## config.mk

```make
export PLATFORM = sky130hd
export DESIGN_NAME = arm_core_top
export DESIGN_NICKNAME = d
export VERILOG_FILES = /design/src/hw/arm_pkg.sv /design/src/hw/arm_core_top.sv /design/src/hw/execute_stage.sv /design/src/hw/id_ex_reg.sv /design/src/hw/instr_decode.sv /design/src/hw/reg_file.sv /design/src/hw/result_stage.sv
export SDC_FILE = /design/constraint.sdc
export NUM_CORES = 2
export LEC_CHECK = 0
export ABC_AREA = 1
export BUFFER_PORTS_ARGS = -buffer_cell sky130_fd_sc_hd__buf_2
export CORE_MARGIN = 3
export CORE_UTILIZATION = 44
export DETAILED_ROUTE_END_ITERATION = 8
export GPL_TIMING_DRIVEN = 0
export SLEW_MARGIN = 20
export SYNTH_ARGS = -nofsm -noshare
export SYNTH_HDL_FRONTEND = slang
export SYNTH_HIERARCHICAL = 1
export SYNTH_SLANG_ARGS = --single-unit
export TNS_END_PERCENT = 5
```

## constraint.sdc

```tcl
create_clock -name clk -period 32 [get_ports clk]
set_input_delay 6.4 -clock clk [delete_from_list [all_inputs] [get_ports clk]]
set_output_delay 6.4 -clock clk [all_outputs]
set_load 0.02 [all_outputs]
```

## src/hw/arm_pkg.sv

```systemverilog
package arm_pkg;

    typedef enum logic [3:0] {
        EXE_NOP = 4'b0000,
        EXE_MOV = 4'b0001,
        EXE_ADD = 4'b0010,
        EXE_ADC = 4'b0011,
        EXE_SUB = 4'b0100,
        EXE_SBC = 4'b0101,
        EXE_AND = 4'b0110,
        EXE_ORR = 4'b0111,
        EXE_EOR = 4'b1000,
        EXE_MVN = 4'b1001
    } exe_cmd_t;

    typedef enum logic [3:0] {
        COND_EQ = 4'b0000,
        COND_NE = 4'b0001,
        COND_CS = 4'b0010,
        COND_CC = 4'b0011,
        COND_MI = 4'b0100,
        COND_PL = 4'b0101,
        COND_VS = 4'b0110,
        COND_VC = 4'b0111,
        COND_HI = 4'b1000,
        COND_LS = 4'b1001,
        COND_GE = 4'b1010,
        COND_LT = 4'b1011,
        COND_GT = 4'b1100,
        COND_LE = 4'b1101,
        COND_AL = 4'b1110
    } cond_t;

    typedef struct packed {
        cond_t       cond;
        logic [1:0]  fmt;            // 2'b00 for data processing.
        logic        imm;
        logic [3:0]  opcode;
        logic        s;
        logic [3:0]  rn;
        logic [3:0]  rd;
        logic [11:0] shift_operand;
    } dp_instr_t;

    typedef struct packed {
        cond_t       cond;
        logic [2:0]  fmt;            // 3'b101 for branch.
        logic        link;
        logic [23:0] signed_imm_24;
    } br_instr_t;

    typedef union packed {
        dp_instr_t dp;
        br_instr_t br;
    } instr_u;

    typedef struct packed {
        logic n;
        logic z;
        logic c;
        logic v;
    } flags_t;

    typedef struct packed {
        logic        imm;
        logic        wb_en;
        logic        b;
        logic        s;
        exe_cmd_t    exe_cmd;
        cond_t       cond;
        logic [3:0]  dest;
        logic [3:0]  src1;
        logic [3:0]  src2;
        logic [11:0] shift_operand;
        logic [23:0] signed_imm_24;
        logic [31:0] pc;
        logic [31:0] val_rn;
        logic [31:0] val_rm;
    } id_ex_t;

    typedef struct packed {
        logic        valid;
        logic        wb_en;
        logic [3:0]  dest;
        logic [31:0] value;
    } ex_res_t;

endpackage

```

## src/hw/arm_core_top.sv

```systemverilog
module arm_core_top
    import arm_pkg::*;
(
    input  logic        clk,
    input  logic        rst,
    input  logic        instr_valid,
    input  instr_u      instr,
    input  logic [31:0] pc,
    input  logic        hold,
    output logic        instr_ready,
    output ex_res_t     result,
    output flags_t      flags,
    output logic        branch_taken,
    output logic [31:0] branch_target
);

    id_ex_t      decoded;
    id_ex_t      ex_entry;
    ex_res_t     ex_res;
    logic        hazard;
    logic        flush;
    logic        freeze;
    logic [3:0]  rd_addr1;
    logic [3:0]  rd_addr2;
    logic [31:0] rd_data1;
    logic [31:0] rd_data2;
    logic        wr_en;
    logic [3:0]  wr_addr;
    logic [31:0] wr_data;

    assign instr_ready = !rst && instr_valid && !hold && !hazard;
    assign freeze      = hold;
    assign flush       = branch_taken || (!instr_ready && !hold);  // squash or bubble.

    instr_decode u_decode (
        .instr_valid (instr_valid),
        .instr       (instr),
        .pc          (pc),
        .ex_entry    (ex_entry),
        .rd_addr1    (rd_addr1),
        .rd_addr2    (rd_addr2),
        .rd_data1    (rd_data1),
        .rd_data2    (rd_data2),
        .decoded     (decoded),
        .hazard      (hazard)
    );

    reg_file u_reg_file (
        .clk      (clk),
        .rst      (rst),
        .rd_addr1 (rd_addr1),
        .rd_addr2 (rd_addr2),
        .rd_data1 (rd_data1),
        .rd_data2 (rd_data2),
        .wr_en    (wr_en),
        .wr_addr  (wr_addr),
        .wr_data  (wr_data)
    );

    id_ex_reg u_id_ex (
        .clk      (clk),
        .rst      (rst),
        .flush    (flush),
        .freeze   (freeze),
        .entry_in (decoded),
        .entry    (ex_entry)
    );

    execute_stage u_execute (
        .clk           (clk),
        .rst           (rst),
        .freeze        (freeze),
        .entry         (ex_entry),
        .res           (ex_res),
        .flags         (flags),
        .branch_taken  (branch_taken),
        .branch_target (branch_target)
    );

    result_stage u_result (
        .clk     (clk),
        .rst     (rst),
        .freeze  (freeze),
        .res_in  (ex_res),
        .result  (result),
        .wr_en   (wr_en),
        .wr_addr (wr_addr),
        .wr_data (wr_data)
    );

endmodule

```

## src/hw/execute_stage.sv

```systemverilog
module execute_stage
    import arm_pkg::*;
(
    input  logic        clk,
    input  logic        rst,
    input  logic        freeze,
    input  id_ex_t      entry,
    output ex_res_t     res,
    output flags_t      flags,
    output logic        branch_taken,
    output logic [31:0] branch_target
);

    flags_t      status;
    flags_t      alu_flags;
    logic        cond_pass;
    logic        arith;
    logic        cin;
    logic        ovf;
    logic [4:0]  shamt;
    logic [31:0] op2;
    logic [31:0] b_op;
    logic [31:0] alu_out;
    logic [32:0] sum;

    function automatic logic [31:0] ror32(input logic [31:0] x, input logic [4:0] amt);
        logic [63:0] dbl;
        dbl = {x, x} >> amt;
        return dbl[31:0];
    endfunction

    function automatic logic check_cond(input cond_t cond, input flags_t f);
        case (cond)
            COND_EQ: return f.z;
            COND_NE: return !f.z;
            COND_CS: return f.c;
            COND_CC: return !f.c;
            COND_MI: return f.n;
            COND_PL: return !f.n;
            COND_VS: return f.v;
            COND_VC: return !f.v;
            COND_HI: return f.c && !f.z;
            COND_LS: return !f.c || f.z;
            COND_GE: return f.n == f.v;
            COND_LT: return f.n != f.v;
            COND_GT: return !f.z && (f.n == f.v);
            COND_LE: return f.z || (f.n != f.v);
            COND_AL: return 1'b1;
            default: return 1'b0;
        endcase
    endfunction

    assign cond_pass = check_cond(entry.cond, status);
    assign shamt     = entry.shift_operand[11:7];

    always_comb begin
        if (entry.imm) begin
            op2 = ror32({24'b0, entry.shift_operand[7:0]}, {entry.shift_operand[11:8], 1'b0});
        end else begin
            case (entry.shift_operand[6:5])
                2'b00:   op2 = entry.val_rm << shamt;
                2'b01:   op2 = entry.val_rm >> shamt;
                2'b10:   op2 = $signed(entry.val_rm) >>> shamt;
                default: op2 = ror32(entry.val_rm, shamt);
            endcase
        end
    end

    // one adder; subtraction adds the inverted operand.
    always_comb begin
        b_op  = op2;
        cin   = 1'b0;
        arith = 1'b1;
        case (entry.exe_cmd)
            EXE_ADC: cin = status.c;
            EXE_SUB: begin
                b_op = ~op2;
                cin  = 1'b1;
            end
            EXE_SBC: begin
                b_op = ~op2;
                cin  = status.c;
            end
            EXE_ADD: cin = 1'b0;
            default: arith = 1'b0;
        endcase
        sum = {1'b0, entry.val_rn} + {1'b0, b_op} + {32'b0, cin};
        ovf = (entry.val_rn[31] == b_op[31]) && (sum[31] != entry.val_rn[31]);
    end

    always_comb begin
        case (entry.exe_cmd)
            EXE_MOV: alu_out = op2;
            EXE_MVN: alu_out = ~op2;
            EXE_AND: alu_out = entry.val_rn & op2;
            EXE_ORR: alu_out = entry.val_rn | op2;
            EXE_EOR: alu_out = entry.val_rn ^ op2;
            EXE_NOP: alu_out = 32'b0;
            default: alu_out = sum[31:0];
        endcase
        alu_flags.n = alu_out[31];
        alu_flags.z = (alu_out == 32'b0);
        alu_flags.c = arith ? sum[32] : status.c;   // logic ops keep c and v.
        alu_flags.v = arith ? ovf : status.v;
    end

    always_ff @(posedge clk or posedge rst) begin
        if (rst) begin
            status <= '0;
        end else if (!freeze && entry.s && cond_pass) begin
            status <= alu_flags;
        end
    end

    assign flags = status;

    assign res.valid = cond_pass && (entry.exe_cmd != EXE_NOP);
    assign res.wb_en = entry.wb_en;
    assign res.dest  = entry.dest;
    assign res.value = alu_out;

    assign branch_taken  = entry.b && cond_pass;
    assign branch_target = entry.pc + 32'd8
                           + {{6{entry.signed_imm_24[23]}}, entry.signed_imm_24, 2'b00};

endmodule

```

## src/hw/id_ex_reg.sv

```systemverilog
module id_ex_reg
    import arm_pkg::*;
(
    input  logic   clk,
    input  logic   rst,
    input  logic   flush,
    input  logic   freeze,
    input  id_ex_t entry_in,
    output id_ex_t entry
);

    always_ff @(posedge clk or posedge rst) begin
        if (rst) begin
            entry <= '0;
        end else if (flush) begin
            entry <= '0;             // bubble.
        end else if (!freeze) begin
            entry <= entry_in;
        end
    end

endmodule

```

## src/hw/instr_decode.sv

```systemverilog
module instr_decode
    import arm_pkg::*;
(
    input  logic        instr_valid,
    input  instr_u      instr,
    input  logic [31:0] pc,
    input  id_ex_t      ex_entry,
    output logic [3:0]  rd_addr1,
    output logic [3:0]  rd_addr2,
    input  logic [31:0] rd_data1,
    input  logic [31:0] rd_data2,
    output id_ex_t      decoded,
    output logic        hazard
);

    logic     is_dp;
    logic     is_br;
    logic     is_test;
    logic     uses_rn;
    logic     uses_rm;
    logic     rn_hit;
    logic     rm_hit;
    logic [3:0] rm;
    exe_cmd_t op_cmd;

    assign is_dp = instr_valid && (instr.dp.fmt == 2'b00);
    assign is_br = instr_valid && (instr.br.fmt == 3'b101) && !instr.br.link;

    assign rm = instr.dp.shift_operand[3:0];

    // ARM opcode to ALU command.
    always_comb begin
        is_test = 1'b0;
        case (instr.dp.opcode)
            4'b1101: op_cmd = EXE_MOV;
            4'b1111: op_cmd = EXE_MVN;
            4'b0100: op_cmd = EXE_ADD;
            4'b0101: op_cmd = EXE_ADC;
            4'b0010: op_cmd = EXE_SUB;
            4'b0110: op_cmd = EXE_SBC;
            4'b0000: op_cmd = EXE_AND;
            4'b1100: op_cmd = EXE_ORR;
            4'b0001: op_cmd = EXE_EOR;
            4'b1010: begin
                op_cmd  = EXE_SUB;       // cmp.
                is_test = 1'b1;
            end
            4'b1000: begin
                op_cmd  = EXE_AND;       // tst.
                is_test = 1'b1;
            end
            default: op_cmd = EXE_NOP;
        endcase
    end

    assign uses_rn = is_dp && (op_cmd != EXE_NOP) && (op_cmd != EXE_MOV)
                     && (op_cmd != EXE_MVN);
    assign uses_rm = is_dp && (op_cmd != EXE_NOP) && !instr.dp.imm;

    assign rd_addr1 = instr.dp.rn;
    assign rd_addr2 = rm;

    always_comb begin
        decoded = '0;
        if (is_dp && (op_cmd != EXE_NOP)) begin
            decoded.imm           = instr.dp.imm;
            decoded.wb_en         = !is_test;
            decoded.s             = instr.dp.s | is_test;
            decoded.exe_cmd       = op_cmd;
            decoded.cond          = instr.dp.cond;
            decoded.dest          = instr.dp.rd;
            decoded.src1          = instr.dp.rn;
            decoded.src2          = rm;
            decoded.shift_operand = instr.dp.shift_operand;
            decoded.pc            = pc;
            decoded.val_rn        = rd_data1;
            decoded.val_rm        = rd_data2;
        end else if (is_br) begin
            decoded.b             = 1'b1;
            decoded.cond          = instr.br.cond;
            decoded.signed_imm_24 = instr.br.signed_imm_24;
            decoded.pc            = pc;
        end
    end

    // the entry in execute writes back one edge too late for a plain read.
    assign rn_hit = uses_rn && (instr.dp.rn == ex_entry.dest);
    assign rm_hit = uses_rm && (rm == ex_entry.dest);
    assign hazard = ex_entry.wb_en && (rn_hit || rm_hit);

endmodule

```

## src/hw/reg_file.sv

```systemverilog
module reg_file (
    input  logic        clk,
    input  logic        rst,
    input  logic [3:0]  rd_addr1,
    input  logic [3:0]  rd_addr2,
    output logic [31:0] rd_data1,
    output logic [31:0] rd_data2,
    input  logic        wr_en,
    input  logic [3:0]  wr_addr,
    input  logic [31:0] wr_data
);

    logic [31:0] regs [16];

    always_ff @(posedge clk or posedge rst) begin
        if (rst) begin
            for (int i = 0; i < 16; i++) begin
                regs[i] <= 32'b0;
            end
        end else if (wr_en) begin
            regs[wr_addr] <= wr_data;
        end
    end

    // write-first read, so the pending write is seen in the same cycle.
    always_comb begin
        if (wr_en && (wr_addr == rd_addr1)) begin
            rd_data1 = wr_data;
        end else begin
            rd_data1 = regs[rd_addr1];
        end
        if (wr_en && (wr_addr == rd_addr2)) begin
            rd_data2 = wr_data;
        end else begin
            rd_data2 = regs[rd_addr2];
        end
    end

endmodule

```

## src/hw/result_stage.sv

```systemverilog
module result_stage
    import arm_pkg::*;
(
    input  logic        clk,
    input  logic        rst,
    input  logic        freeze,
    input  ex_res_t     res_in,
    output ex_res_t     result,
    output logic        wr_en,
    output logic [3:0]  wr_addr,
    output logic [31:0] wr_data
);

    always_ff @(posedge clk or posedge rst) begin
        if (rst) begin
            result <= '0;
        end else if (freeze) begin
            result.valid <= 1'b0;    // payload held, event shown once.
        end else begin
            result <= res_in;
        end
    end

    assign wr_en   = result.valid && result.wb_en;
    assign wr_addr = result.dest;
    assign wr_data = result.value;

endmodule

```

==> run metrics <==
port bufs=143; latest clock arrival within the worst-skew pair=690 ps; total power=2.20 mW; vias per cell=6.11; P&R area growth vs syn=11.4%; CTS tree=yes; htree depth=3; WL final=265000 um; CP Cell Sequence=buf_2 > inv_1 > nand2_1 > nor2_1 > nand3_1 > a21oi_1 > nor2_1 > nand2_1 > inv_1 > buf_2; cts repair resizes=0; Post-Syn Instances=7643; RSZ-0062 raised after global routing=no; Mean Syn Cell Area=6.56 um2; core area=113000 um2; postcts setup bufs=0; gp weighted congestion=1.07; DRT iter0 DRCs=8414; Pre-antenna DRT Iters=6; Synth Cell Area=50200 um2; setup TNS=0 ps; Final Net Count=8102; commonest non-fill, non-tap cell in the layout=nand2_1; startpoint class of the critical path=input pin; Yosys Warn Count=6; Placed Instances=9293; critical path class=input pin to output pin; initial antenna violation count=13; largest net degree at the start of global routing=106; CP Capture Type=output pin; CP peak stage delay=300 ps; CP arrival=7670 ps; die area=118000 um2; Static Leak=27.6 nW; Tightest Pin Transition=1340 ps; Place WS=17940 ps; clock skew=33.6 ps; Starting Density=44.5%; Fill cells=11754; worst hold path type=flip-flop to flip-flop; CP max FO=2; fin crit period=14070 ps; final max-slew violation count=0; Hold Fails Final Rpt=0; CP max-delay cell=nor2_1; Avg WL per Cell=28.1 um; grt ovf=0; Rows=123; pwr/cell area=39.3 nW/um2; Via Count=57774; Peak VDD IR=0.0409 mV; outcome=completed; worst endpoint required time=25600 ps; drt drc=0; max_slew headroom=10.6%; Synth Net Count=7866; clock slew at reported path FFs=50 ps; number of max-cap violations=0; I/O pin count=144; Non-Filler Instances=9461; vias in the first global route=52909; footprint of the multi-input gates=28200 um2; cell area after placement=53000 um2; hpwl dp=207000 um; CTS Root Cell=clkbuf_16; Sink Count=702; post-layout util=49.5%; die width=344 um; Fin Hold WS=509 ps; clock buffer depth=3; Tcrit/Tclk final=44.0%; Routed Antenna Nets=0; Die Span Y=344 um; fmax=0.0711 GHz; ratio of cells with drive above 1 in the final layout=10.2%; # hold bufs at CTS=0; first-pass GRT wire length=374000 um; TritonCTS Buffers=84; Reg area=17600 um2; final instance area=55900 um2; Worst Slack Setup Final=17930 ps; most frequent cells in the layout=nand2_1 (2915), nand3_1 (1407), dfrtp_1 (702); GRT Total Usage=43.9%; Final setup violation count=0
## power breakdown
part,switching (mW),internal [mW]
Clock,0.431,0.586
Combinational,0.224,0.0626
Sequential,0.00372,0.890
Total,0.659,1.54
## routing by layer
| metal | GRT usage [%] | up-vias | share of wire [%] |
|---|---|---|---|
| met4 | 23.8 | 10 | 6.4 |
| met3 | 16.0 | 772 | 14 |
| met1 | 59.6 | 27743 | 40 |
| met5 | 0.490 | - | 0.054 |
| li1 | - | 25305 | - |
| met2 | 60.3 | 3944 | 40 |
## layout make-up
type	count	area share (%)
multi-input combinational	5967	50.4
sequential	702	31.4
buffer	587	5.33
clock buffer	119	4.45
tap	1500	3.36
inverter	387	2.65
timing repair buffer	150	1.63
clock inverter	35	0.719
antenna	14	0.0627
## final timing paths
check,start,end,slack (ps),cells past startpoint
setup / recovery,instr[26],instr_ready,17930,10
hold / removal,u_reg_file/regs[401]$_DFFE_PP0P_,u_reg_file/regs[401]$_DFFE_PP0P_,510,2
setup reg to reg,u_id_ex/entry[130]$_DFFE_PP0P_,u_execute/flags[2]$_DFFE_PP0P_,25550,26
hold reg to reg,u_reg_file/regs[401]$_DFFE_PP0P_,u_reg_file/regs[401]$_DFFE_PP0P_,510,2
max in group asynchronous,rst,u_reg_file/regs[390]$_DFFE_PP0P_,24880,4
min in group asynchronous,rst,u_execute/flags[1]$_DFFE_PP0P_,5780,2
## registers in the layout (all words and copies together), names as in the netlist
register and flops:
u_execute/flags 4, u_id_ex/entry 148, u_reg_file/regs 512, u_result/result 2, u_result/wr_addr 4, u_result/wr_data 32
## critical path: cells and delay by family
kind | cells | cell delay (ps)
AO/OA/AOI/OAI | 1 | 220
AND/OR/NAND/NOR | 5 | 690
buffers and inverters | 4 | 360
Note: power is estimated with default switching activity, not from simulation.
